### src/rtl/fetch_macros.svh
`ifndef FETCH_MACROS_SVH
`define FETCH_MACROS_SVH

// Instruction and address width.
`define WORD_SIZE 32

// Cache line geometry.
`define LINE_WORDS 4
`define LINE_SIZE 128
`define CACHE_LINES 16
`define INDEX_SIZE 4
`define TAG_SIZE 24
`define LINE_ADDR_SIZE 28

// Reset vector and bubble encoding (addi x0,x0,0).
`define PC_INITIAL 32'h0000_0000
`define NOP 32'h0000_0013

// Backing store.
`define MEM_LATENCY 4
`define MEM_WORDS 256
`define WORD_ADDR_SIZE 8

`endif

### src/rtl/fetchPkg.sv
`default_nettype none

`include "fetch_macros.svh"

package fetchPkg;

   // Bundle handed from fetch to decode.
   typedef struct packed {
      logic                  valid;
      logic [`WORD_SIZE-1:0] instr;
      logic [`WORD_SIZE-1:0] pc;
      logic [`WORD_SIZE-1:0] pcPlus4;
   } decodeBundleT;

   // Branch or jump redirect from execute.
   typedef struct packed {
      logic                  valid;
      logic [`WORD_SIZE-1:0] target;
   } redirectT;

   // Cache refill request for one line address.
   typedef struct packed {
      logic                       read;
      logic [`LINE_ADDR_SIZE-1:0] lineAddr;
   } lineReqT;

   typedef struct packed {
      logic                  ready;
      logic [`LINE_SIZE-1:0] line;
   } lineRespT;

   // Boot loader preload write.
   typedef struct packed {
      logic                       write;
      logic [`WORD_ADDR_SIZE-1:0] wordAddr;
      logic [`WORD_SIZE-1:0]      data;
   } memLoadT;

endpackage

`default_nettype wire

### src/rtl/decodeLatch.sv
`timescale 1ns/1ps
`default_nettype none

`include "fetch_macros.svh"

module decodeLatch (
   input  wire                         clk,
   input  wire                         rst,
   input  wire  [`WORD_SIZE-1:0]       pc,
   input  wire  [`WORD_SIZE-1:0]       instr,
   input  wire                         stallD,
   input  wire                         flushD,
   input  wire                         cacheStall,
   output fetchPkg::decodeBundleT      decode
);

   fetchPkg::decodeBundleT bubble;
   fetchPkg::decodeBundleT fetched;

   assign bubble.valid   = 1'b0;
   assign bubble.instr   = `NOP;
   assign bubble.pc      = pc;
   assign bubble.pcPlus4 = pc + `WORD_SIZE'd4;

   assign fetched.valid   = 1'b1;
   assign fetched.instr   = instr;
   assign fetched.pc      = pc;
   assign fetched.pcPlus4 = pc + `WORD_SIZE'd4;

   // Flush beats stall, stall beats a miss bubble.
   always_ff @(posedge clk or posedge rst) begin
      if (rst) begin
         decode <= '{valid: 1'b0, instr: `NOP, pc: `PC_INITIAL,
                     pcPlus4: `PC_INITIAL + `WORD_SIZE'd4};
      end else if (flushD) begin
         decode <= bubble;
      end else if (stallD) begin
         decode <= decode;
      end else if (cacheStall) begin
         decode <= bubble;
      end else begin
         decode <= fetched;
      end
   end

endmodule

`default_nettype wire

### config.mk
export PLATFORM = sky130hd
export DESIGN_NAME = decodeLatch
export DESIGN_NICKNAME = d
export VERILOG_FILES = /design/src/rtl/fetchPkg.sv /design/src/rtl/decodeLatch.sv
export VERILOG_INCLUDE_DIRS = /design/src /design/src/rtl
export SDC_FILE = /design/constraint.sdc
export NUM_CORES = 1
export LEC_CHECK = 0
export ABC_CLOCK_PERIOD_IN_PS = 4000
export BUFFER_PORTS_ARGS = -buffer_cell sky130_fd_sc_hd__buf_2
export CAP_MARGIN = 20
export CORE_MARGIN = 10
export CORE_UTILIZATION = 45
export CTS_BUF_LIST = sky130_fd_sc_hd__clkbuf_2 sky130_fd_sc_hd__clkbuf_4 sky130_fd_sc_hd__clkbuf_8
export DETAILED_ROUTE_END_ITERATION = 8
export GPL_TIMING_DRIVEN = 0
export PLACE_DENSITY = 0.76
export SLEW_MARGIN = 20
export SYNTH_ARGS = -nofsm -noshare
export SYNTH_HDL_FRONTEND = slang
export SYNTH_SLANG_ARGS = --single-unit
### constraint.sdc
create_clock -name clk -period 4 [get_ports clk]
set_clock_uncertainty 0.1 [all_clocks]
set_input_delay 0.6 -clock clk [delete_from_list [all_inputs] [get_ports clk]]
set_output_delay 0.6 -clock clk [all_outputs]
set_load 0.01 [all_outputs]
* After elaboration in Yosys (flattened, before gate mapping)
Index checks and enable logic that the tools add are counted.
** Word-level totals
- Bits in read-only memories :: 0
- Register bits :: 97
- Word-level logic and storage cells :: 9
- RAM bits :: 0
- Memories :: 0
- Latch bits :: 0
- Output and inout port bits :: 97
** Operators by class
- $add $sub $neg :: 1
- Shift-type cells :: 0
- Reductions and logical operators :: 0
- $lt $le $gt $ge :: 0
- Muxes and demuxes :: 3
- Bitwise logic cells :: 0
- Equal/unequal tests :: 1
- $mul :: 0
- Divide/modulo/power cells :: 0
** Operators by type and width (count)
- $mux W97 :: 3
- $add A32 B3 Y32 const B :: 1
- $ne A2 B1 Y1 const B :: 1

* Depth between registers and ports, before layout
- Depth after elaboration :: 4
- Depth in mapped cells :: 7
- Mapped depth without buffers :: 5

* Worst setup path after synthesis
No wires, ideal clock.
- Path type :: input-to-reg
- Start :: in pc[2]
- End :: reg decode[20] (netlist bit)
- Stages on the path :: 6
- Slack :: 1.862 ns
- Setup time :: 0.082 ns
- Data arrival time :: 1.956 ns
- Cells stage by stage :: ha_1 nand4_1 or3_1 clkbuf_2 or4_1 a31oi_1
** Between the ends
- Word-level cells in the longest chain between the ends :: 4
** Ends and longest elaborated chain
- start, declared :: RTL line decodeLatch.sv:9 : input wire [`WORD_SIZE-1:0] pc,
- $add A32 B3 Y32 * :: RTL line decodeLatch.sv:23, decodeLatch.sv:28
- $mux W97 :: RTL line decodeLatch.sv:39 : end else if (cacheStall) begin
- $mux W97 :: RTL line decodeLatch.sv:37 : end else if (stallD) begin
- $mux W97 * :: RTL line decodeLatch.sv:35 : end else if (flushD) begin
- end signal, assigned :: RTL line decodeLatch.sv:36 : decode <= bubble;
- end signal, assigned :: RTL line decodeLatch.sv:38 : decode <= decode;
- end signal, assigned :: RTL line decodeLatch.sv:40 : decode <= bubble;
- end, declared :: RTL line decodeLatch.sv:14 : output fetchPkg::decodeBundleT decode
Mark *: on every way between the ends. The rest lies on a longest branch, timed or not. The select of a mux whose other input is x is not followed.
A chain may end at the register's enable or synchronous reset.

* Worst setup path in the final report
- Start :: in stallD
- End :: reg decode[57] (netlist bit)
** Between the ends
- Word-level cells in the longest chain between the ends :: 1
** Ends and longest elaborated chain
- start, declared :: RTL line decodeLatch.sv:11 : input wire stallD,
- $ne A2 B1 Y1 (no line)
- end signal, assigned :: RTL line decodeLatch.sv:33 : decode <= '{valid: 1'b0, instr: `NOP, pc: `PC_INITIAL,
- end signal, assigned :: RTL line decodeLatch.sv:36
- end signal, assigned :: RTL line decodeLatch.sv:38
Every way passes these cells.

==> impl_metrics.env <==
export IMPL_status="completed"
export IMPL_top_level_ports=166
export IMPL_post_layout_nonfiller_instances=695
export IMPL_cts_resized=0
export IMPL_post_placement_cell_area_um2=5040
export IMPL_placement_io_buffers=163
export IMPL_worst_endpoint_arrival_ps=2300
export IMPL_ys_warn_count=0
export IMPL_yosys_area_top_type="sky130_fd_sc_hd__dfrtp_1"
export IMPL_global_route_usage_total_pct=18.7
export IMPL_largest_reg_flops=95
export IMPL_clockRootBuffer="sky130_fd_sc_hd__clkbuf_8"
export IMPL_maxClockFrequency_mhz=460
export IMPL_worst_setup_path_start_kind="input port"
export IMPL_std_cell_rows=34
export IMPL_sequential_fraction_of_the_synthesis_area_pct=58.7
export IMPL_worst_hold_path_type="in2async"
export IMPL_die_height_um=115
export IMPL_final_min_period_over_clock_period_pct=54.4
export IMPL_detailed_routing_iterations_pass_1=4
export IMPL_register_area_um2=2380
export IMPL_hold_ws_ps=86.5
export IMPL_max_cap_violations=0
export IMPL_postLayoutCellArea_um2=5230
export IMPL_seqPwrFrac_pct=53.7
export IMPL_cts_post_setup_buffers_inserted=0
export IMPL_synthMostInstantiatedCell="sky130_fd_sc_hd__nand2_1"
export IMPL_hold_viol=0
export IMPL_cts_inserted_buffers=9
export IMPL_die_w_um=115
export IMPL_dieArea_um2=13200
export IMPL_initial_antenna_violation_count=0
export IMPL_vias=3672
export IMPL_worst_skew_pair_later_pin_latency_ps=360
export IMPL_syn_num_nets=477
export IMPL_max_slew_margin_pct=63.0
export IMPL_global_route_overflow_total=0
export IMPL_r2r_cells=2
export IMPL_yosys_area_top_type_share_pct=56.1
export IMPL_dr_vias_cell=5.28
export IMPL_grt_max_degree=67
export IMPL_mappedNetlistArea_um2=4060
export IMPL_p_int_w=0.00144
export IMPL_static_leakage_nw=2.65
export IMPL_timing_worst_slew_pin_value_ps=554
export IMPL_largest_registers="decode: 95 flops"
export IMPL_tritoncts_clock_tree="built"
export IMPL_fin_util_pct=59.7
export IMPL_area_delta_synth_final_pct=28.8
export IMPL_insertedDiodeCount=0
export IMPL_ys_ff_latch=95
export IMPL_cts_hold_repair_buffers=0
export IMPL_clock_power_share_pct=30.7
export IMPL_grt_pass1_wl_um=19800
export IMPL_syn_avg_cell_area_um2=9.98
export IMPL_number_of_global_route_vias_before_repair=3892
export IMPL_first_iter_violations=167
export IMPL_synth_cell_types=38
export IMPL_cp_required_ps=4120
export IMPL_worst_setup_hold_path_clk_slew_ps=90
export IMPL_p_sw_w=0.000545
export IMPL_multi_input_area_um2=1540
export IMPL_initial_core_util_pct=46.3
export IMPL_dominantRegCellSynth="sky130_fd_sc_hd__dfrtp_1"
export IMPL_dp_hpwl_um=9600
export IMPL_place_congestion=0.853
export IMPL_ctsHtreeMaxLevel=3
export IMPL_final_fill_count=783
export IMPL_post_synth_most_frequent_cells="sky130_fd_sc_hd__nand2_1, sky130_fd_sc_hd__dfrtp_1, sky130_fd_sc_hd__a22o_1"
export IMPL_post_route_cells_drive_above_1_share_pct=33.4
export IMPL_registers_top_by_ff_count="decode"
export IMPL_finalNetCount=652
export IMPL_finalWorstPathRequiredPeriod_ps=2180
export IMPL_grt_setup_unrepaired="false"
export IMPL_synth_area_top_cells="sky130_fd_sc_hd__dfrtp_1, sky130_fd_sc_hd__nand2_1, sky130_fd_sc_hd__a22o_1, sky130_fd_sc_hd__dfstp_2, sky130_fd_sc_hd__o21ai_0"
export IMPL_final_antenna_net_count=0
export IMPL_fp_coreArea_um2=8760
export IMPL_netSwitchingFraction_pct=27.5
export IMPL_setup_viol=0
export IMPL_cts_buffer_depth=2
export IMPL_cts_sink_count=95
export IMPL_dpl_cell_count=679
export IMPL_irDropWorstVdd_mv=0.186
export IMPL_cp_capture_type="flop"
export IMPL_wl_per_cell_um=17.8
export IMPL_power_per_cell_area_nw_per_um2=379
export IMPL_combinational_cell_fraction_of_total_power_pct=15.7
export IMPL_crit_type="in2reg"
export IMPL_share_of_flip_flops_with_an_asynchronous_set_or_reset_after_synthesis_pct=100
export IMPL_route_final_wire_length_um=12400
export IMPL_route_detailed_drc=0
export IMPL_final_max_slew_violation_count=0
export IMPL_netlist_instances=407
export IMPL_post_synth_edffs=0
export IMPL_crit_fanout=10
## cells by family (layout without fill, tap and decap cells)
group | Yosys count | in the layout | synth area share [%]
XOR/XNOR | 13 | 13 | 2.80
flip-flops | 95 | 95 | 58.7
AO/OA/AOI/OAI | 75 | 75 | 13.3
buffers and inverters | 31 | 211 | 3.33
adder cells (fa/ha/maj) | 1 | 1 | 0.308
AND/OR/NAND/NOR | 192 | 192 | 21.6
## final timing paths
| check | to | start | slack [ps] |
|---|---|---|---|
| min | decode[78] | rst | 90 |
| min in group clk | decode[32] | pc[0] | 330 |
| min reg2reg | decode[35] | decode[35] | 370 |
| max reg2reg | decode[2] | decode[2] | 3130 |
| max | decode[57] | stallD | 1820 |
| max in group asynchronous | decode[2] | rst | 3060 |
## through the flow
step           setup slack [ps]  power [W]  TNS [ps]
2_1_floorplan               830    0.00123         0
3_3_place_gp               -165    0.00139    -14670
3_5_place_dp               1360    0.00140         0
4_1_cts                    1740    0.00200         0
5_1_grt                    1640    0.00209         0
6_report                   1820    0.00198         0
## layout make-up
type                    instances  share of cell area, %
well taps                     108                   2.58
clock buffers                  15                   3.47
clock inverters                 1                 0.0957
repair buffers                164                   16.1
multi-input cells             281                   29.5
plain buffers                  29                   2.44
flip-flops and latches         95                   45.5
inverters                       2                  0.239
## placed cells by master (no fill, tap or decap), drive strengths merged, types with 2 or more instances in the layout
cell type	instances
nor2	14
nand4	12
o21ai	20
nand3	9
inv	2
o211ai	2
or2	2
o31a	2
clkbuf	34
and3	3
dfrtp	91
or4	10
o31ai	5
or3	9
and4	3
buf	174
o22a	3
nand2	123
nor4	2
a31oi	12
xor2	10
a22o	29
xnor2	3
dfstp	4
nand2b	2
## worst max-delay path, cell delays in order
cell                       delay (ps)
sky130_fd_sc_hd__buf_2            100
sky130_fd_sc_hd__nor2b_1          120
sky130_fd_sc_hd__clkbuf_1         340
sky130_fd_sc_hd__clkbuf_1         460
sky130_fd_sc_hd__buf_1            490
sky130_fd_sc_hd__o21ai_0          170
## power groups by stage
stage               registers [W]  clock network, W  logic [W]
floorplan                 0.00111                 0   0.000114
global placement          0.00108                 0   0.000306
detailed placement        0.00108                 0   0.000318
CTS                       0.00106          0.000621   0.000318
global route              0.00107          0.000667   0.000347
finish                    0.00106          0.000608   0.000310
## routing by layer
metal | global-route usage (%) | vias to the layer above | part of all wire, %
li1 | - | 1767 | -
met1 | 21.9 | 1740 | 40
met2 | 29.4 | 144 | 47
met3 | 8.96 | 21 | 12
met4 | 6.77 | 0 | 2.0
met5 | 0 | - | 0
Note: power is estimated with default switching activity, not from simulation.
