--- src/rtl/fetch_macros.svh ---
`ifndef FETCH_MACROS_SVH
`define FETCH_MACROS_SVH

// Instruction and address width.
`define WORD_SIZE 32

// Cache line geometry.
`define LINE_WORDS 4
`define LINE_SIZE 128
`define CACHE_LINES 16
`define INDEX_SIZE 4
`define TAG_SIZE 24
`define LINE_ADDR_SIZE 28

// Reset vector and bubble encoding (addi x0,x0,0).
`define PC_INITIAL 32'h0000_0000
`define NOP 32'h0000_0013

// Backing store.
`define MEM_LATENCY 4
`define MEM_WORDS 256
`define WORD_ADDR_SIZE 8

`endif

--- src/rtl/fetchPkg.sv ---
`default_nettype none

`include "fetch_macros.svh"

package fetchPkg;

   // Bundle handed from fetch to decode.
   typedef struct packed {
      logic                  valid;
      logic [`WORD_SIZE-1:0] instr;
      logic [`WORD_SIZE-1:0] pc;
      logic [`WORD_SIZE-1:0] pcPlus4;
   } decodeBundleT;

   // Branch or jump redirect from execute.
   typedef struct packed {
      logic                  valid;
      logic [`WORD_SIZE-1:0] target;
   } redirectT;

   // Cache refill request for one line address.
   typedef struct packed {
      logic                       read;
      logic [`LINE_ADDR_SIZE-1:0] lineAddr;
   } lineReqT;

   typedef struct packed {
      logic                  ready;
      logic [`LINE_SIZE-1:0] line;
   } lineRespT;

   // Boot loader preload write.
   typedef struct packed {
      logic                       write;
      logic [`WORD_ADDR_SIZE-1:0] wordAddr;
      logic [`WORD_SIZE-1:0]      data;
   } memLoadT;

endpackage

`default_nettype wire

--- src/rtl/iCache.sv ---
`timescale 1ns/1ps
`default_nettype none

`include "fetch_macros.svh"

module iCache (
   input  wire                         clk,
   input  wire                         rst,
   input  wire  [`WORD_SIZE-1:0]       pc,
   input  fetchPkg::lineRespT          lineResp,
   output logic [`WORD_SIZE-1:0]       instr,
   output logic                        cacheStall,
   output fetchPkg::lineReqT           lineReq
);

   typedef enum logic {
      LOOKUP,
      REFILL
   } cacheStateT;

   cacheStateT state;

   // Per-line storage.
   logic [`CACHE_LINES-1:0] validBits;
   logic [`TAG_SIZE-1:0]    tagArray  [`CACHE_LINES];
   logic [`LINE_SIZE-1:0]   dataArray [`CACHE_LINES];

   // Address split of the current PC.
   logic [`TAG_SIZE-1:0]       pcTag;
   logic [`INDEX_SIZE-1:0]     pcIndex;
   logic [1:0]                 pcWord;
   logic [`LINE_ADDR_SIZE-1:0] pcLine;

   // Line being refilled is kept so a redirect cannot disturb it.
   logic [`LINE_ADDR_SIZE-1:0] refillLine;
   logic [`INDEX_SIZE-1:0]     refillIndex;

   logic hit;

   assign pcLine  = pc[`WORD_SIZE-1:4];
   assign pcTag   = pc[`WORD_SIZE-1:8];
   assign pcIndex = pc[7:4];
   assign pcWord  = pc[3:2];

   assign refillIndex = refillLine[`INDEX_SIZE-1:0];

   assign hit = validBits[pcIndex] && (tagArray[pcIndex] == pcTag);

   // Word select within the indexed line.
   assign instr = dataArray[pcIndex][pcWord*`WORD_SIZE +: `WORD_SIZE];

   // Stall for the whole refill, even if a redirect lands on a hit.
   assign cacheStall = (state == REFILL) || !hit;

   always_comb begin
      lineReq.read = cacheStall;
      if (state == REFILL) begin
         lineReq.lineAddr = refillLine;
      end else begin
         lineReq.lineAddr = pcLine;
      end
   end

   // Miss controller.
   always_ff @(posedge clk or posedge rst) begin
      if (rst) begin
         state     <= LOOKUP;
         validBits <= '0;
      end else begin
         case (state)
            LOOKUP: begin
               if (!hit) begin
                  state <= REFILL;
               end
            end
            REFILL: begin
               if (lineResp.ready) begin
                  validBits[refillIndex] <= 1'b1;
                  state                  <= LOOKUP;
               end
            end
            default: state <= LOOKUP;
         endcase
      end
   end

   // Missed line address is captured on entry to refill.
   always_ff @(posedge clk) begin
      if (state == LOOKUP && !hit) begin
         refillLine <= pcLine;
      end
   end

   always_ff @(posedge clk) begin
      if (state == REFILL && lineResp.ready) begin
         tagArray[refillIndex]  <= refillLine[`LINE_ADDR_SIZE-1:`INDEX_SIZE];
         dataArray[refillIndex] <= lineResp.line;
      end
   end

   // Request is a level held until the line comes back.
   readHeld: assert property (@(posedge clk) disable iff (rst)
      lineReq.read && !lineResp.ready |=> lineReq.read)
      else $error("refill read dropped before ready");

   // The memory only answers an outstanding refill.
   readyInRefill: assert property (@(posedge clk) disable iff (rst)
      lineResp.ready |-> state == REFILL)
      else $error("line ready while cache is in lookup");

   // A freshly filled line hits while the PC still points into it.
   fillHits: assert property (@(posedge clk) disable iff (rst)
      (state == REFILL && lineResp.ready) |=> (pcLine != refillLine || !cacheStall))
      else $error("cache stalled on a freshly filled line");

endmodule

`default_nettype wire

--- config.mk ---
export PLATFORM = sky130hd
export DESIGN_NAME = iCache
export DESIGN_NICKNAME = d
export VERILOG_FILES = /design/src/rtl/fetchPkg.sv /design/src/rtl/iCache.sv
export VERILOG_INCLUDE_DIRS = /design/src /design/src/rtl
export SDC_FILE = /design/constraint.sdc
export NUM_CORES = 2
export LEC_CHECK = 0
export BUFFER_PORTS_ARGS = -buffer_cell sky130_fd_sc_hd__buf_2
export CELL_PAD_IN_SITES_DETAIL_PLACEMENT = 1
export CELL_PAD_IN_SITES_GLOBAL_PLACEMENT = 2
export CORE_AREA = 8 8 473 475
export DETAILED_ROUTE_END_ITERATION = 6
export DIE_AREA = 0 0 481 483
export PLACE_DENSITY = 0.73
export SLEW_MARGIN = 20
export SYNTH_ARGS = -nofsm -noshare
export SYNTH_HDL_FRONTEND = slang
export SYNTH_SLANG_ARGS = --single-unit
--- constraint.sdc ---
create_clock -name clk -period 12.5 [get_ports clk]
set_clock_uncertainty 0.2 [all_clocks]
set_input_delay 2.5 -clock clk [delete_from_list [all_inputs] [get_ports clk]]
set_output_delay 2.5 -clock clk [all_outputs]
set_load 0.1 [all_outputs]
; After elaboration in Yosys (flattened, before gate mapping)
; Memory sizes are Yosys's and may differ from the RTL's.
; Cells that the tools add are included.
[word_totals]
mem_bits_rw = 2432
elab_cells = 29
regBits = 45
n_memories = 2
inputBits = 163
out_inout_bits = 62
[op_classes]
n_lt_le_gt_ge = 3
bitwise_logic = 2
muxes = 10
n_eq_ne = 1
shift = 1
reduce_logical = 7
[mem_list]
columns = memory, depth, word_bits, read_ports, rd_clocked_by_memory_dff, wr, line
row1 = dataArray, 16, 128, 1, 0, 1, iCache.sv:26  ; logic [`LINE_SIZE-1:0] dataArray [`CACHE_LINES];
row2 = tagArray, 16, 24, 1, 0, 1, iCache.sv:25  ; logic [`TAG_SIZE-1:0] tagArray [`CACHE_LINES];
[ops]
columns = op, n
row1 = 128-bit by 8-bit indexed part select with 32-bit output, 1
row2 = 28-bit two-way mux, 1
row3 = 24-bit equality test, 1
row4 = 16-bit bitwise OR, 1
row5 = "4-bit by 5-bit less-than comparator with 1-bit output, second input constant", 2
row6 = 1-bit two-way mux, 6
row7 = 1-bit binary-select mux with 4-bit select, 1
row8 = 1-bit demux with 4-bit select, 1
row9 = "4-bit by 1-bit greater-or-equal comparator with 1-bit output, second input constant", 1
row10 = 1-bit logical AND, 4
row11 = 1-bit case mux with 2 select lines, 1
row12 = 2-bit AND reduction, 1
row13 = 1-bit logical NOT, 1
row14 = 1-bit logical OR, 1
row15 = 1-bit NOT, 1

; Longest topological paths before layout
[logic_depth]
ltp_word = 5
depth_mapped = 12
ltp_nobuf = 7

; Worst setup path before layout
; No wires, ideal clock.
[synth_path]
path_kind = input-to-reg
from = input lineResp[128] (netlist bit)
to = register validBits[0]
path_stages = 4
arrival_time_ns = 14.160
n_path_buf = 0
required_time_ns = 12.169
path_slack_ns = -1.991
setup_ns = 0.131
cell_sequence = nand2_1 -> or3_1 -> nor3_1 -> or2_2
[synth_between]
elab_chain_cells = 1
[synth_rtl]
columns = element, line
row1 = start: declaration, iCache.sv:10  ; input fetchPkg::lineRespT lineResp,
row2 = 2-bit AND reduction (no source line), -
row3 = end signal: assignment, iCache.sv:68  ; validBits <= '0;
row4 = end signal: indexed assignment, iCache.sv:78  ; validBits[refillIndex] <= 1'b1;
row5 = end: declaration, iCache.sv:24  ; logic [`CACHE_LINES-1:0] validBits;
; No other way between the ends.
; A chain may end at the register's enable or synchronous reset.

; Worst setup path in the final report
[layout_path]
from = input pc[6]
to = output cacheStall
[layout_between]
elab_chain_cells = 5
word_cells_on_any_way = 7
cone_classes = eq/ne (1) / mux (2) / reduce/logical (3) / memory (1)
[layout_rtl]
columns = element, line
row1 = start: declaration, iCache.sv:9  ; input wire [`WORD_SIZE-1:0] pc,
row2 = memory 16 x 24 bit / 1-bit binary-select mux with 4-bit select (equally long branches), -
row3 = 24-bit equality test / 1-bit two-way mux (equally long branches), iCache.sv:47  ; assign hit = validBits[pcIndex] && (tagArray[pcIndex] == pcTag);
row4 = 1-bit logical AND (*), iCache.sv:47
row5 = 1-bit logical NOT (*), iCache.sv:53  ; assign cacheStall = (state == REFILL) || !hit;
row6 = 1-bit logical OR (*), iCache.sv:53
row7 = end: declaration, iCache.sv:12  ; output logic cacheStall,
; Every way passes the cells marked *; elsewhere a longest branch is shown, timed or not. The select of a mux whose other input is x is not followed.

==> impl_results.rst <==
.. list-table::
   :header-rows: 1

   * - Metric
     - Value
   * - Detailed Route WL
     - roughly 230000 µm
   * - Final antenna-violating net count
     - 0
   * - Slowest cell delay on critical path
     - a little over 0.8 ns
   * - Largest area contributor in the synthesized netlist
     - edfxtp_1
   * - Synth Instances
     - approximately 3800
   * - Worst path required time
     - between 9 and 10 ns
   * - Initial drt markers
     - 3749
   * - Antenna violations before repair
     - 58
   * - Power per cell area
     - 162 mW/mm²
   * - Proportion of synthesized chip area in sequential cells
     - a little under 80%
   * - Average routed wire per standard cell
     - around 32 µm
   * - Via count of the first global-routing pass
     - approximately 45000
   * - GR Overflow Total
     - 0
   * - Inserted Clock Buffers
     - 240
   * - Number of failing setup endpoints in the final timing report
     - 0
   * - Cells along the critical path
     - buf_8 > buf_4 > mux4_2 > a2bb2oi_1 > a31oi_1 > xor2_1 > nand2_1 > a2111oi_2 > nand3_1 > buf_2
   * - Critical-path cell with the highest stage delay
     - buf_4
   * - RSZ-0062 raised after global routing
     - false
   * - Combinational power share
     - between 5 and 6%
   * - Max VDD drop
     - around 0.12 mV
   * - Switching pwr
     - about 0.0038 W
   * - Mapped Avg Cell Area
     - approximately 25 µm²
   * - # resized after CTS
     - 0
   * - Switching share of power
     - between 20% and 30%
   * - Die outline width
     - about 480 µm
   * - Number of sinks driven by the clock tree
     - 2477
   * - Pin count of the biggest net entering global routing
     - 142
   * - Count of buffering cells on the critical path with inverters included
     - 3
   * - Dominant synthesized flop cell
     - edfxtp_1
   * - First-pass GRT wire length
     - roughly 330000 µm
   * - Final weighted congestion in routability-driven placement
     - roughly 0.71
   * - Post-Route Setup TNS
     - 0 ns
   * - Total number of placement rows
     - about 170
   * - Cell area after synthesis
     - 0.0947 mm²
   * - Total track usage
     - 19.3%
   * - Part of the total power dissipated in sequential elements
     - 53.4%
   * - Max Fanout on Critical Path
     - 65
   * - Layout overhead on the synthesized area
     - 13.0%
   * - Clk slew on worst S/H paths
     - 0.05 ns
   * - Detailed-route DRC error count
     - 0
   * - TritonRoute pass-1 iters
     - 7
   * - Kind of end point of the critical path
     - output pin
   * - Floorplan Core Area
     - 0.216 mm²
   * - Vertical die dimension
     - a little under 500 µm
   * - Initial core utilization
     - a little over two fifths
   * - Insertion delay to the later sink of the worst-skew pair
     - between 0.8 and 0.9 ns
   * - Worst Setup Start Kind
     - input pin
   * - Worst slew slack as a fraction of its limit
     - between 20% and 30%
   * - Measured slew at the worst slew-check pin
     - approximately 1.1 ns
   * - Level count of the clock H-tree
     - 4
   * - Tightest hold margin
     - ~0.27 ns
   * - Synthesis-stage register bit count
     - between 2000 and 2500
   * - Number of buffers on the longest clock path
     - 3
   * - Setup Fix Bufs, Post-CTS
     - 0
   * - Result of the run
     - complete, no violations
   * - Share of power burned in the clock network
     - 40.6%
   * - Min-delay worst type
     - flip-flop to flip-flop
   * - Synth Net Count
     - slightly below 4000
   * - Leak Pwr
     - around 33 nW
   * - Dominant cells by area after synthesis
     - edfxtp_1 78%, mux4_2 18%, mux2i_1 0.68%, mux2_2 0.49%, dfrtp_1 0.45%
   * - Max-cap check violation count
     - 0
   * - Total number of vias
     - roughly 42000
   * - Layout cells sized above 1
     - between 30% and 40%
   * - Cell types with the highest counts after synthesis
     - 2460 x edfxtp_1, 742 x mux4_2, 65 x buf_2
   * - CTS tree
     - built
   * - Via-to-Cell Ratio
     - approximately 5.8
   * - Post-route fraction of the period consumed by the critical path
     - approximately 77%
   * - Library cell with the highest instance count after synthesis
     - edfxtp_1
   * - NumNets Final
     - about 4300
   * - Input/output buffers
     - about 220
   * - Endpoints failing hold
     - 0
   * - Area share of the leading cell type in the synthesized netlist
     - approximately four fifths
   * - Post-synth EDFFs
     - 2460
   * - I/O pins
     - ~230
   * - Cell chosen for the clock root
     - clkbuf_16
   * - Number of warnings reported in the yosys synthesis log
     - 0
   * - Max Clk Rate
     - between 0.1 and 0.15 GHz
   * - Cell Int Power
     - approximately 0.014 W
   * - Critical path class
     - input pin to output pin
   * - Placed wire-length estimate
     - roughly 120000 µm
   * - Final count of pins violating max slew
     - 0
   * - Die Area
     - 0.232 mm²
   * - Final min period
     - between 9 and 10 ns
   * - Data arrival time at the worst-slack endpoint
     - 6.90 ns
   * - Async S/R FF share, synth
     - 0.686%
   * - Hold buffer count at CTS
     - 0
   * - Library cells used by synthesis
     - 52
   * - Gate family responsible for the most delay along the worst path
     - buffers and inverters
-- per-layer routing --
| metal | share of wire, % | GRT usage [%] | wire (µm) |
|---|---|---|---|
| met1 | 43 | 27.1 | 97000 |
| met5 | 0.053 | 0 | 121 |
| met2 | 49 | 31.8 | 112000 |
| met4 | 1.8 | 4.00 | 4050 |
| met3 | 6.1 | 3.79 | 13800 |
-- placed cells by master, fill, tap and decap left out, types with 16 or more instances in the layout --
cell and count:
bufinv_16 24, dfrtp_1 16, nand2_1 35, or2_2 17, clkinv_1 60, mux2_2 41, edfxtp_1 2460, buf_4 70
mux4_2 742, clkbuf_1 52, clkbuf_16 240, buf_2 216, mux2i_1 64, diode_2 17, clkinv_2 44
-- registers in the layout, indices dropped and copies added (netlist names) --
name        cells
state           1
tagArray      384
dataArray    2048
refillLine     28
validBits      16
-- stage by stage --
step	util (%)	total power (W)	instance area (µm²)	std cells	setup slack, ns
2_1_floorplan	-	0.0102	94700	3767	2.23
3_3_place_gp	46.0	0.0105	99300	6729	2.84
3_5_place_dp	46.0	0.0105	99300	6729	2.84
4_1_cts	49.5	0.0176	107000	7173	2.83
5_1_grt	49.5	0.0178	107000	7175	2.69
6_report	49.5	0.0174	107000	7190	2.90
-- worst paths after layout --
check	from	endpoint	slack, ns	depth (start not counted)
hold reg to reg	validBits[10]$_DFFE_PP0P_	validBits[10]$_DFFE_PP0P_	0.27	1
min in group asynchronous	rst	validBits[11]$_DFFE_PP0P_	1.60	2
setup / recovery	pc[6]	cacheStall	2.90	10
max in group asynchronous	rst	state$_DFF_PP0_	9.93	2
hold / removal	validBits[10]$_DFFE_PP0P_	validBits[10]$_DFFE_PP0P_	0.27	1
setup reg to reg	state$_DFF_PP0_	dataArray[2][17]$_DFFE_PP_	7.50	7
-- power by group through the flow --
stage,sequential [W],combinational [W],clock [W]
3_3_place_gp,0.00944,0.00103,0
5_1_grt,0.00928,0.00109,0.00748
2_1_floorplan,0.00945,0.000704,0
4_1_cts,0.00928,0.00105,0.00722
6_report,0.00928,0.00103,0.00705
3_5_place_dp,0.00945,0.00105,0
-- logic make-up after synthesis --
logic type / synth area share, %
muxes: 18.8
and+or+nand+nor: 0.702
xor gates and xnor gates: 0.231
DFF: 78.5
AOI/OAI and AO/OA: 0.624
buffers and inverters: 1.16
-- layout make-up --
cell class | instances | area, µm²
multi-input combinational | 1083 | 19400
clock inverter | 152 | 1430
inverter | 10 | 38.8
antenna | 17 | 42.5
fill | 18700 | 109000
sequential | 2477 | 74300
timing repair buffer | 305 | 1960
tap | 2854 | 3570
clock buffer | 292 | 6200
(Power assumes the default switching activity.)
