`config.mk`:
```
export PLATFORM = sky130hd
export DESIGN_NAME = programCounter
export DESIGN_NICKNAME = d
export VERILOG_FILES = /design/src/rtl/fetchPkg.sv /design/src/rtl/programCounter.sv
export VERILOG_INCLUDE_DIRS = /design/src /design/src/rtl
export SDC_FILE = /design/constraint.sdc
export NUM_CORES = 1
export LEC_CHECK = 0
export ABC_CLOCK_PERIOD_IN_PS = 5000
export BUFFER_PORTS_ARGS = -buffer_cell sky130_fd_sc_hd__buf_2
export CAP_MARGIN = 20
export CORE_MARGIN = 2
export CORE_UTILIZATION = 55
export CTS_BUF_LIST = sky130_fd_sc_hd__clkbuf_8
export DETAILED_ROUTE_END_ITERATION = 10
export GPL_ROUTABILITY_DRIVEN = 0
export GPL_TIMING_DRIVEN = 0
export PLACE_DENSITY = 0.88
export SETUP_SLACK_MARGIN = 0.1
export SYNTH_ARGS = -nofsm -noshare
export SYNTH_HDL_FRONTEND = slang
export SYNTH_SLANG_ARGS = --single-unit
```
`constraint.sdc`:
```
create_clock -name clk -period 5 [get_ports clk]
set_input_delay 0.5 -clock clk [delete_from_list [all_inputs] [get_ports clk]]
set_output_delay 0.5 -clock clk [all_outputs]
set_load 0.02 [all_outputs]
```
`src/rtl/fetch_macros.svh`:
```
`ifndef FETCH_MACROS_SVH
`define FETCH_MACROS_SVH

// Instruction and address width.
`define WORD_SIZE 32

// Cache line geometry.
`define LINE_WORDS 4
`define LINE_SIZE 128
`define CACHE_LINES 16
`define INDEX_SIZE 4
`define TAG_SIZE 24
`define LINE_ADDR_SIZE 28

// Reset vector and bubble encoding (addi x0,x0,0).
`define PC_INITIAL 32'h0000_0000
`define NOP 32'h0000_0013

// Backing store.
`define MEM_LATENCY 4
`define MEM_WORDS 256
`define WORD_ADDR_SIZE 8

`endif

```
`src/rtl/fetchPkg.sv`:
```
`default_nettype none

`include "fetch_macros.svh"

package fetchPkg;

   // Bundle handed from fetch to decode.
   typedef struct packed {
      logic                  valid;
      logic [`WORD_SIZE-1:0] instr;
      logic [`WORD_SIZE-1:0] pc;
      logic [`WORD_SIZE-1:0] pcPlus4;
   } decodeBundleT;

   // Branch or jump redirect from execute.
   typedef struct packed {
      logic                  valid;
      logic [`WORD_SIZE-1:0] target;
   } redirectT;

   // Cache refill request for one line address.
   typedef struct packed {
      logic                       read;
      logic [`LINE_ADDR_SIZE-1:0] lineAddr;
   } lineReqT;

   typedef struct packed {
      logic                  ready;
      logic [`LINE_SIZE-1:0] line;
   } lineRespT;

   // Boot loader preload write.
   typedef struct packed {
      logic                       write;
      logic [`WORD_ADDR_SIZE-1:0] wordAddr;
      logic [`WORD_SIZE-1:0]      data;
   } memLoadT;

endpackage

`default_nettype wire

```
`src/rtl/programCounter.sv`:
```
`timescale 1ns/1ps
`default_nettype none

`include "fetch_macros.svh"

module programCounter (
   input  wire                         clk,
   input  wire                         rst,
   input  fetchPkg::redirectT          redirect,
   input  wire                         stallF,
   input  wire                         cacheStall,
   output logic [`WORD_SIZE-1:0]       pc
);

   logic [`WORD_SIZE-1:0] pcNext;

   // Redirect wins over any hold.
   always_comb begin
      if (redirect.valid) begin
         pcNext = redirect.target;
      end else if (stallF || cacheStall) begin
         pcNext = pc;
      end else begin
         pcNext = pc + `WORD_SIZE'd4;
      end
   end

   always_ff @(posedge clk or posedge rst) begin
      if (rst) begin
         pc <= `PC_INITIAL;
      end else begin
         pc <= pcNext;
      end
   end

   // Targets from execute must keep fetch word-aligned.
   pcAligned: assert property (@(posedge clk) disable iff (rst)
      pc[1:0] == 2'b00)
      else $error("fetch PC is not word-aligned: %h", pc);

endmodule

`default_nettype wire

```
# Word level (Yosys, flattened, before mapping)
# Cells that the tools add are included.
# word_totals
regBits,32
elab_cells,6
# op_classes
n_addsub,1
n_eq_ne,1
n_mux,2
n_reduce_logical,1
# ops
operator,count
2-to-1 mux 32 bit,2
"adder 32 x 3 -> 32 bit, second input constant",1
"inequality test 2 bit, second input constant",1
logical OR 1 bit,1

# Longest topological paths before layout
# Gate-level depths: netlist of the first run.
# logic_depth
depth_word,3
mapped_depth,7
depth_no_buf,5

# Worst setup path after synthesis of the first run
# Ideal clock, no wire load.
# synth_path
path_type,input-to-reg
start,input stallF
end,register pc[21]
setup_time_ns,0.082
t_arrival_ns,2.118
required_ns,4.918
path_slack_ns,2.800
path_stages,6
path_buffers,2
path_cell_list,nand4bb_1 buf_2 or4_4 buf_6 or4_1 a31oi_1
# synth_via
elab_chain_len,2
# synth_rtl
element,line,rtl
"start, declared",programCounter.sv:10,"input wire stallF,"
logical OR 1 bit,programCounter.sv:21,end else if (stallF || cacheStall) begin
inequality test 2 bit (no source line),-,
"end signal, assigned",programCounter.sv:30,pc <= `PC_INITIAL;
"end signal, assigned",programCounter.sv:32,pc <= pcNext;
"end, declared",programCounter.sv:12,output logic [`WORD_SIZE-1:0] pc
# Every way passes these cells.
# A chain may end at the register's enable or synchronous reset.

# Final worst setup path of the first run
# layout_path
start,register pc[2]
end,register pc[18]
# layout_via
elab_chain_len,3
# layout_rtl
element,line,rtl
adder 32 x 3 -> 32 bit,programCounter.sv:24,pcNext = pc + `WORD_SIZE'd4;
2-to-1 mux 32 bit,programCounter.sv:21,
2-to-1 mux 32 bit,programCounter.sv:19,if (redirect.valid) begin
# Every way passes these cells. The select of a mux whose other input is x is not followed.

==> results.md, run 1 <==
- Syn Nets: 244
- Core area: 3100 um2
- Seq pwr share: 43.4%
- Via density: 5.93
- Net count, final: 320
- Total of warnings raised by yosys: 0
- DRT Wirelength: 4920 um
- Max FO, Critical Path: 10
- Slew Limit Fails: 0
- Dominant cell type by area after synthesis: dfrtp_1
- CTS buffer count: 5
- Number of global-route vias before repair: 1,681
- Place WS: 2480 ps
- Register bank with the most flops: pc
- Initial DRC count: 138
- First-pass GRT wire length: 7630 um
- Row Count: 20
- Worst reg-to-reg setup slack: 2730 ps
- 1st-pass router iterations: 4
- CTS tree: done
- Top cells by area, synth: dfrtp_1 (44%), or4_1 (6.6%), nand2_1 (6.0%), a31oi_1 (4.8%), o31ai_1 (4.5%)
- Overall power: 734 uW
- Number of max-cap violations: 0
- Peak VDD IR: 0.000201 V
- Outcome: complete, no violations
- P&R area growth vs syn: 30.1%
- Largest regs: pc (32)
- Post-Syn Area: 1820 um2
- Worst path required time: 5230 ps
- Highest routed layer: met4
- Clock Path Buffers: 2
- Combinational share of power: 19.0%
- Initial core utilization: 58.8%
- Sequential area share after synthesis: 43.9%
- Hold_ws: 239 ps
- Power per cell area: 309 nW/um2
- IO Pins: 69
- Endpoints failing setup: 0
- Synth Register Bits: 32
- Hold WC Path Type: primary input to async pin
- Die height: 61.6 um
- Reg clk slew, reported paths: 70 ps
- DRC: 0
- Actual slew at the worst max-slew pin: 548 ps
- GR Overflow Total: 0
- Final hold vios: 0
- Fmax: 440 MHz
- Initial antenna violation count: 0
- Ant. Diodes: 0
- Met3 routed WL: 390 um
- PostCTS Resize Cnt: 0
- Critical path launch point type: flip-flop
- Setup WS post-layout: 2730 ps
- Share of post-route cells with drive strength above 1: 30.4%
- Clock period minus final worst setup slack: 2270 ps
- Critical Path AT: 2510 ps
- Clock Skews: 6.28 ps
- Post-CTS setup buffers: 0
- Hold-fix buffers at CTS: 0
- Num Clock Sinks: 32
- Max reg flops: 32
- Dpl hpwl: 3530 um
- Final setup TNS: 0 ps
- GRT Total Usage: 28.0%
- Worst Setup End Kind: flip-flop
- Switching Fraction: 29.8%
- Die area: 3790 um2
- DRT antenna net count: 0
- Fin crit share: 45.5%
- Via count: 1,940
- Post-Place Cells: 319
- Internal: 515 uW
- Gate Count Post-Synth: 206
- Chip width: 61.6 um
- EDFF count, synth: 0
- Number of port buffers: 68
- Yosys top cell area share: 43.9%
- CP Class: flip-flop to flip-flop
- Clk pwr share: 37.6%
- Met2 routed WL: 2500 um
- CTS Root Cell: clkbuf_8
- Most used DFF post-synth: dfrtp_1
- CTS H-tree depth: 2
- Largest net degree at the start of global routing: 22
- Leak: 1.00 nW
- Met1 WL: 1970 um
- Clock Latency Late Sink: 290 ps
- Synth cell types: 33
- Syn_area_per_cell: 8.86 um2
- RSZ-0062 raised after global routing: no
- Switching pwr: 218 uW
- Fraction of registers with async set/reset: 100%
- Fin cells: 327
- Max_slew headroom: 63.5%
- Wire per inst: 15.0 um
## area by class of cell
type / count / area [um2]
buffer: 14 / 61.3
clock buffer: 7 / 96.3
clock inverter: 1 / 30.0
fill: 257 / 729
inverter: 3 / 11.3
multi-input combinational: 157 / 951
sequential: 32 / 801
tap: 44 / 55.1
timing repair buffer: 69 / 368
## metrics by stage
| stage | area [um2] | utilization [%] |
|---|---|---|
| 2_1_floorplan | 1820 | - |
| 3_3_place_gp | 2220 | 71.5 |
| 3_5_place_dp | 2250 | 72.4 |
| 4_1_cts | 2370 | 76.5 |
| 5_1_grt | 2370 | 76.5 |
| 6_report | 2370 | 76.5 |
## power by group through the flow
| stage | combinational, mW | clock (mW) | sequential [mW] |
|---|---|---|---|
| final | 0.140 | 0.276 | 0.318 |
| after global routing | 0.154 | 0.288 | 0.322 |
| after CTS | 0.141 | 0.278 | 0.317 |
| after detailed placement | 0.140 | 0 | 0.321 |
| after global placement | 0.134 | 0 | 0.319 |
| after floorplan | 0.0545 | 0 | 0.345 |
## path summary, 6_finish.rpt
kind / start / endpoint / cells after the start
hold / removal: rst / pc[20]$_DFFE_PP0N_ / 2
setup reg to reg: pc[2]$_DFFE_PP0N_ / pc[18]$_DFFE_PP0N_ / 7
min in group clk: redirect[7] / pc[7]$_DFFE_PP0N_ / 3
max in group asynchronous: rst / pc[15]$_DFFE_PP0N_ / 3
hold reg to reg: pc[1]$_DFFE_PP0P_ / pc[1]$_DFFE_PP0P_ / 1
setup / recovery: pc[2]$_DFFE_PP0N_ / pc[18]$_DFFE_PP0N_ / 7
## logic make-up (layout without fill, tap and decap cells)
group / Yosys count / after routing / share of synthesized area (%)
compound gates: 45 / 45 / 16.4
xor+xnor: 9 / 9 / 4.32
fa+ha+maj: 1 / 1 / 0.686
buf+inv: 17 / 94 / 3.98
flops: 32 / 32 / 43.9
mux: 4 / 4 / 2.40
simple gates: 98 / 98 / 28.3
## Yosys cell counts (2+ instances only)
cell type,n
xor2_1,3
nor4_1,4
a31oi_1,14
inv_1,2
nor3_1,2
nor2_1,18
o21ai_0,12
or2_2,3
or3_1,5
or4_1,16
clkbuf_1,11
dfrtp_1,32
mux2_2,3
o31ai_1,11
nand2_1,29
nand3_1,7
nand4_1,10
xnor2_1,6
o211ai_1,4
## per-layer routing
layer	vias to the layer above	GRT usage (%)
met1	922	33.5
met5	-	0
li1	927	-
met3	6	8.40
met2	85	46.8
met4	0	11.9
## placed cells by master (no fill, tap or decap), types with 2 or more instances in the layout
cell type   n
nand4_1    10
nor3_1      2
o21ai_0    12
inv_1       2
o31ai_1    11
xor2_1      3
nor4_1      4
or2_2       3
xnor2_1     6
o211ai_1    4
or3_1       5
buf_2      69
clkbuf_8    7
clkbuf_1   11
nor2_1     18
a31oi_1    14
nand2_1    29
or4_1      16
mux2_2      3
nand3_1     7
dfrtp_1    32
## critical path: stages, from the launching register on
cell      delay [ps]
dfrtp_1          390
ha_1             240
nand3_1          130
or3_1            320
clkbuf_1         200
clkbuf_1         300
or4_1            540
nand3_1          100
Note: power is estimated with default switching activity, not from simulation.
==> run 2: changes to the inputs <==
--- a/config.mk
+++ b/config.mk
@@ -6,16 +6,17 @@
 export SDC_FILE = /design/constraint.sdc
 export NUM_CORES = 1
 export LEC_CHECK = 0
-export ABC_CLOCK_PERIOD_IN_PS = 5000
+export ABC_AREA = 1
+export ABC_CLOCK_PERIOD_IN_PS = 2009
 export BUFFER_PORTS_ARGS = -buffer_cell sky130_fd_sc_hd__buf_2
 export CAP_MARGIN = 20
 export CORE_MARGIN = 2
-export CORE_UTILIZATION = 55
+export CORE_UTILIZATION = 48
 export CTS_BUF_LIST = sky130_fd_sc_hd__clkbuf_8
 export DETAILED_ROUTE_END_ITERATION = 10
 export GPL_ROUTABILITY_DRIVEN = 0
 export GPL_TIMING_DRIVEN = 0
-export PLACE_DENSITY = 0.88
+export PLACE_DENSITY = 0.78
 export SETUP_SLACK_MARGIN = 0.1
 export SYNTH_ARGS = -nofsm -noshare
 export SYNTH_HDL_FRONTEND = slang
==> constraint.sdc (replaced) <==
create_clock -name clk -period 2.01 [get_ports clk]
set_input_delay 0.201 -clock clk [delete_from_list [all_inputs] [get_ports clk]]
set_output_delay 0.201 -clock clk [all_outputs]
set_load 0.02 [all_outputs]
==> run 2 against run 1 <==
Total power rose to 2.6 times the previous value. First-iteration DRC count up 33%. Synthesized area up 24%. Largest cell class unchanged.
==> results.md, run 2 <==
- Via count: 2,432 (+25%)
- Gate Count Post-Synth: 349 (+69%)
- Place WS: 441 ps (-2040 ps)
- Clock Path Buffers: 2 (unchanged)
- EDFF count, synth: 0 (unchanged)
- Fmax: 626 MHz (+42%)
- Endpoints failing setup: 0 (unchanged)
- Fillers: 435 (+69%)
- Worst path required time: 2180 ps (-3050 ps)
- Register bank with the most flops: pc
- GR Overflow Total: 0 (unchanged)
- Wire per inst: 12.7 um (-16%)
- Initial antenna violation count: 0 (unchanged)
- Hold-fix buffers at CTS: 0 (unchanged)
- Final setup TNS: 0 ps (unchanged)
- Total of warnings raised by yosys: 0 (unchanged)
- 1st-pass router iterations: 4 (unchanged)
- Via density: 5.10 (-14%)
- Dominant cell type by area after synthesis: dfrtp_1
- Largest net degree at the start of global routing: 19 (-14%)
- Syn Nets: 387 (+59%)
- Area of placed instances: 2690 um2 (+20%)
- PostCTS Resize Cnt: 0 (unchanged)
- Top cells by area, synth: dfrtp_1 (35%), nand2_1 (22%), nand3_1 (9.5%), inv_1 (6.1%), nor2_1 (5.5%)
- Util after Layout: 62.9% (-14 points)
- Syn_area_per_cell: 6.47 um2 (-27%)
- DRT antenna net count: 0 (unchanged)
- Share of post-route cells with drive strength above 1: 24.0% (-6.4 points)
- Number of max-cap violations: 0 (unchanged)
- IO Pins: 69 (unchanged)
- Critical path launch point type: flip-flop
- Setup WS post-layout: 413 ps (-2310 ps)
- Post-Syn Area: 2260 um2 (+24%)
- CTS Root Cell: clkbuf_8
- Post-route cell area: 2800 um2 (+18%)
- GRT Total Usage: 25.1% (-2.9 points)
- Outcome: complete, no violations
- Synth Register Bits: 32 (unchanged)
- Initial core utilization: 50.8% (-7.9 points)
- CTS tree: done
- Post-CTS setup buffers: 0 (unchanged)
- Peak VDD IR: 0.000498 V (+150%)
- Multi-input logic area: 1270 um2 (+34%)
- Num Clock Sinks: 32 (unchanged)
- Number of global-route vias before repair: 2,265 (+35%)
- CP Class: flip-flop to flip-flop
- Dpl hpwl: 4740 um (+34%)
- Commonest non-fill, non-tap cell in the layout: nand2_1
- DRT Wirelength: 6040 um (+23%)
- Clock Skews: 3.99 ps (-2.29 ps)
- Row Count: 24 (+20%)
- Largest regs: pc (32)
- Number of port buffers: 67 (-1.5%)
- Die area: 5270 um2 (+39%)
- Critical Path AT: 1770 ps (-740 ps)
- Clock Latency Late Sink: 290 ps (about the same)
- Synth cell types: 27 (-18%)
- Max_slew headroom: 53.8% (-9.7 points)
- Actual slew at the worst max-slew pin: 693 ps (+145 ps)
- Initial DRC count: 183 (+33%)
- Net count, final: 462 (+44%)
- CTS H-tree depth: 2 (unchanged)
- Die height: 72.6 um (+18%)
- P&R area growth vs syn: 23.7%
- Chip width: 72.6 um (+18%)
- Fin crit share: 79.4% (+34 points)
- Core area: 4440 um2 (+43%)
- Fraction of registers with async set/reset: 100% (unchanged)
- Yosys top cell area share: 35.4% (-8.5 points)
- Most used DFF post-synth: dfrtp_1
- Power per cell area: 675 nW/um2 (+120%)
- Max FO, Critical Path: 8 (-2)
- Sequential area share after synthesis: 35.4% (-8.5 points)
- DRC: 0 (unchanged)
- Hold_ws: 8.48 ps (-230 ps)
- FF/Latch Area: 801 um2 (unchanged)
- Slew Limit Fails: 0 (unchanged)
- RSZ-0062 raised after global routing: no
- Ant. Diodes: 0 (unchanged)
- First-pass GRT wire length: 10,300 um (+34%)
- Hold WC Path Type: primary input to async pin
- Final hold vios: 0 (unchanged)
- Most used cells in the layout excluding fill and tap cells: nand2_1 (130), buf_2 (72), nand3_1 (43)
- Max reg flops: 32 (unchanged)
- Worst Setup End Kind: flip-flop
- CTS buffer count: 5 (unchanged)
- Clock period minus final worst setup slack: 1600 ps (-677 ps)
- Most common library cells after synthesis: nand2_1 (130), nand3_1 (43), inv_1 (37), nor2_1 (33), dfrtp_1 (32)
- Most common cell in the synthesized netlist: nand2_1
- Leak: 1.41 nW (+41%)
- Reg clk slew, reported paths: 70 ps (about the same)
run 2: changes by cell type in the layout (fill, tap and decap cells not counted), sizes merged, moves of 8 or more:
cell,delta
nand2,+106
inv,+39
nand3,+36
nor2,+29
or4,-17
a31oi,-13
clkbuf,-12
o21bai,+11
o31ai,-11
nand4,-8
run 2: where the power goes:
group | leakage, nW | switching, mW | internal (mW) | total [mW]
clock network | 0.0593 | 0.251 | 0.363 | 0.613
logic | 0.962 | 0.293 | 0.172 | 0.465
registers | 0.386 | 0.0962 | 0.712 | 0.808
run 2: final timing paths:
kind | startpoint | end | slack, ps | depth (start not counted)
setup / recovery | pc[2]$_DFFE_PP0N_ | pc[12]$_DFFE_PP0N_ | 410 | 8
hold / removal | rst | pc[3]$_DFFE_PP0N_ | 8 | 2
setup reg to reg | pc[2]$_DFFE_PP0N_ | pc[12]$_DFFE_PP0N_ | 410 | 8
hold reg to reg | pc[0]$_DFFE_PP0P_ | pc[0]$_DFFE_PP0P_ | 470 | 2
max in group asynchronous | rst | pc[14]$_DFFE_PP0N_ | 1470 | 3
min in group clk | redirect[1] | pc[1]$_DFFE_PP0P_ | 110 | 3
run 2: through the flow:
| step | std cells | total power, mW |
|---|---|---|
| after floorplan | 349 | 1.10 |
| after global placement | 468 | 1.27 |
| after detailed placement | 469 | 1.29 |
| after CTS | 477 | 1.90 |
| after global routing | 477 | 1.99 |
| final | 477 | 1.89 |
run 2: critical path: stages, from the launching register on:
cell     delay, ps
dfrtp_1        430
ha_1           200
nand2_1         90
nor2_2         150
nand2_2        180
nor2_4         200
nand2_1         70
nand3_1         90
nand3_1         60
run 2: final cells by class:
cell class	instances	share of cell area, %
buffer	8	1.30
clock buffer	5	2.46
clock inverter	3	1.39
inverter	40	5.37
multi-input combinational	269	45.5
sequential	32	28.6
tap	52	2.33
timing repair buffer	68	13.0
run 2: routing by layer:
| metal | share of wire [%] | vias up | track usage (%) |
|---|---|---|---|
| met5 | 0 | - | 0 |
| met4 | 1.5 | 0 | 8.44 |
| met3 | 5.4 | 8 | 5.11 |
| met2 | 48 | 73 | 40.7 |
| met1 | 46 | 1100 | 33.5 |
| li1 | - | 1251 | - |
run 2: kinds of logic (layout without fill, tap and decap cells):
kind of cell | count (synthesis) | after routing | share of synthesized area (%)
XOR/XNOR | 3 | 3 | 1.16
adder cells (fa/ha/maj) | 1 | 1 | 0.554
AO/OA/AOI/OAI | 33 | 33 | 9.25
AND/OR/NAND/NOR | 232 | 232 | 45.3
buffers and inverters | 48 | 124 | 8.25
flip-flops | 32 | 32 | 35.4
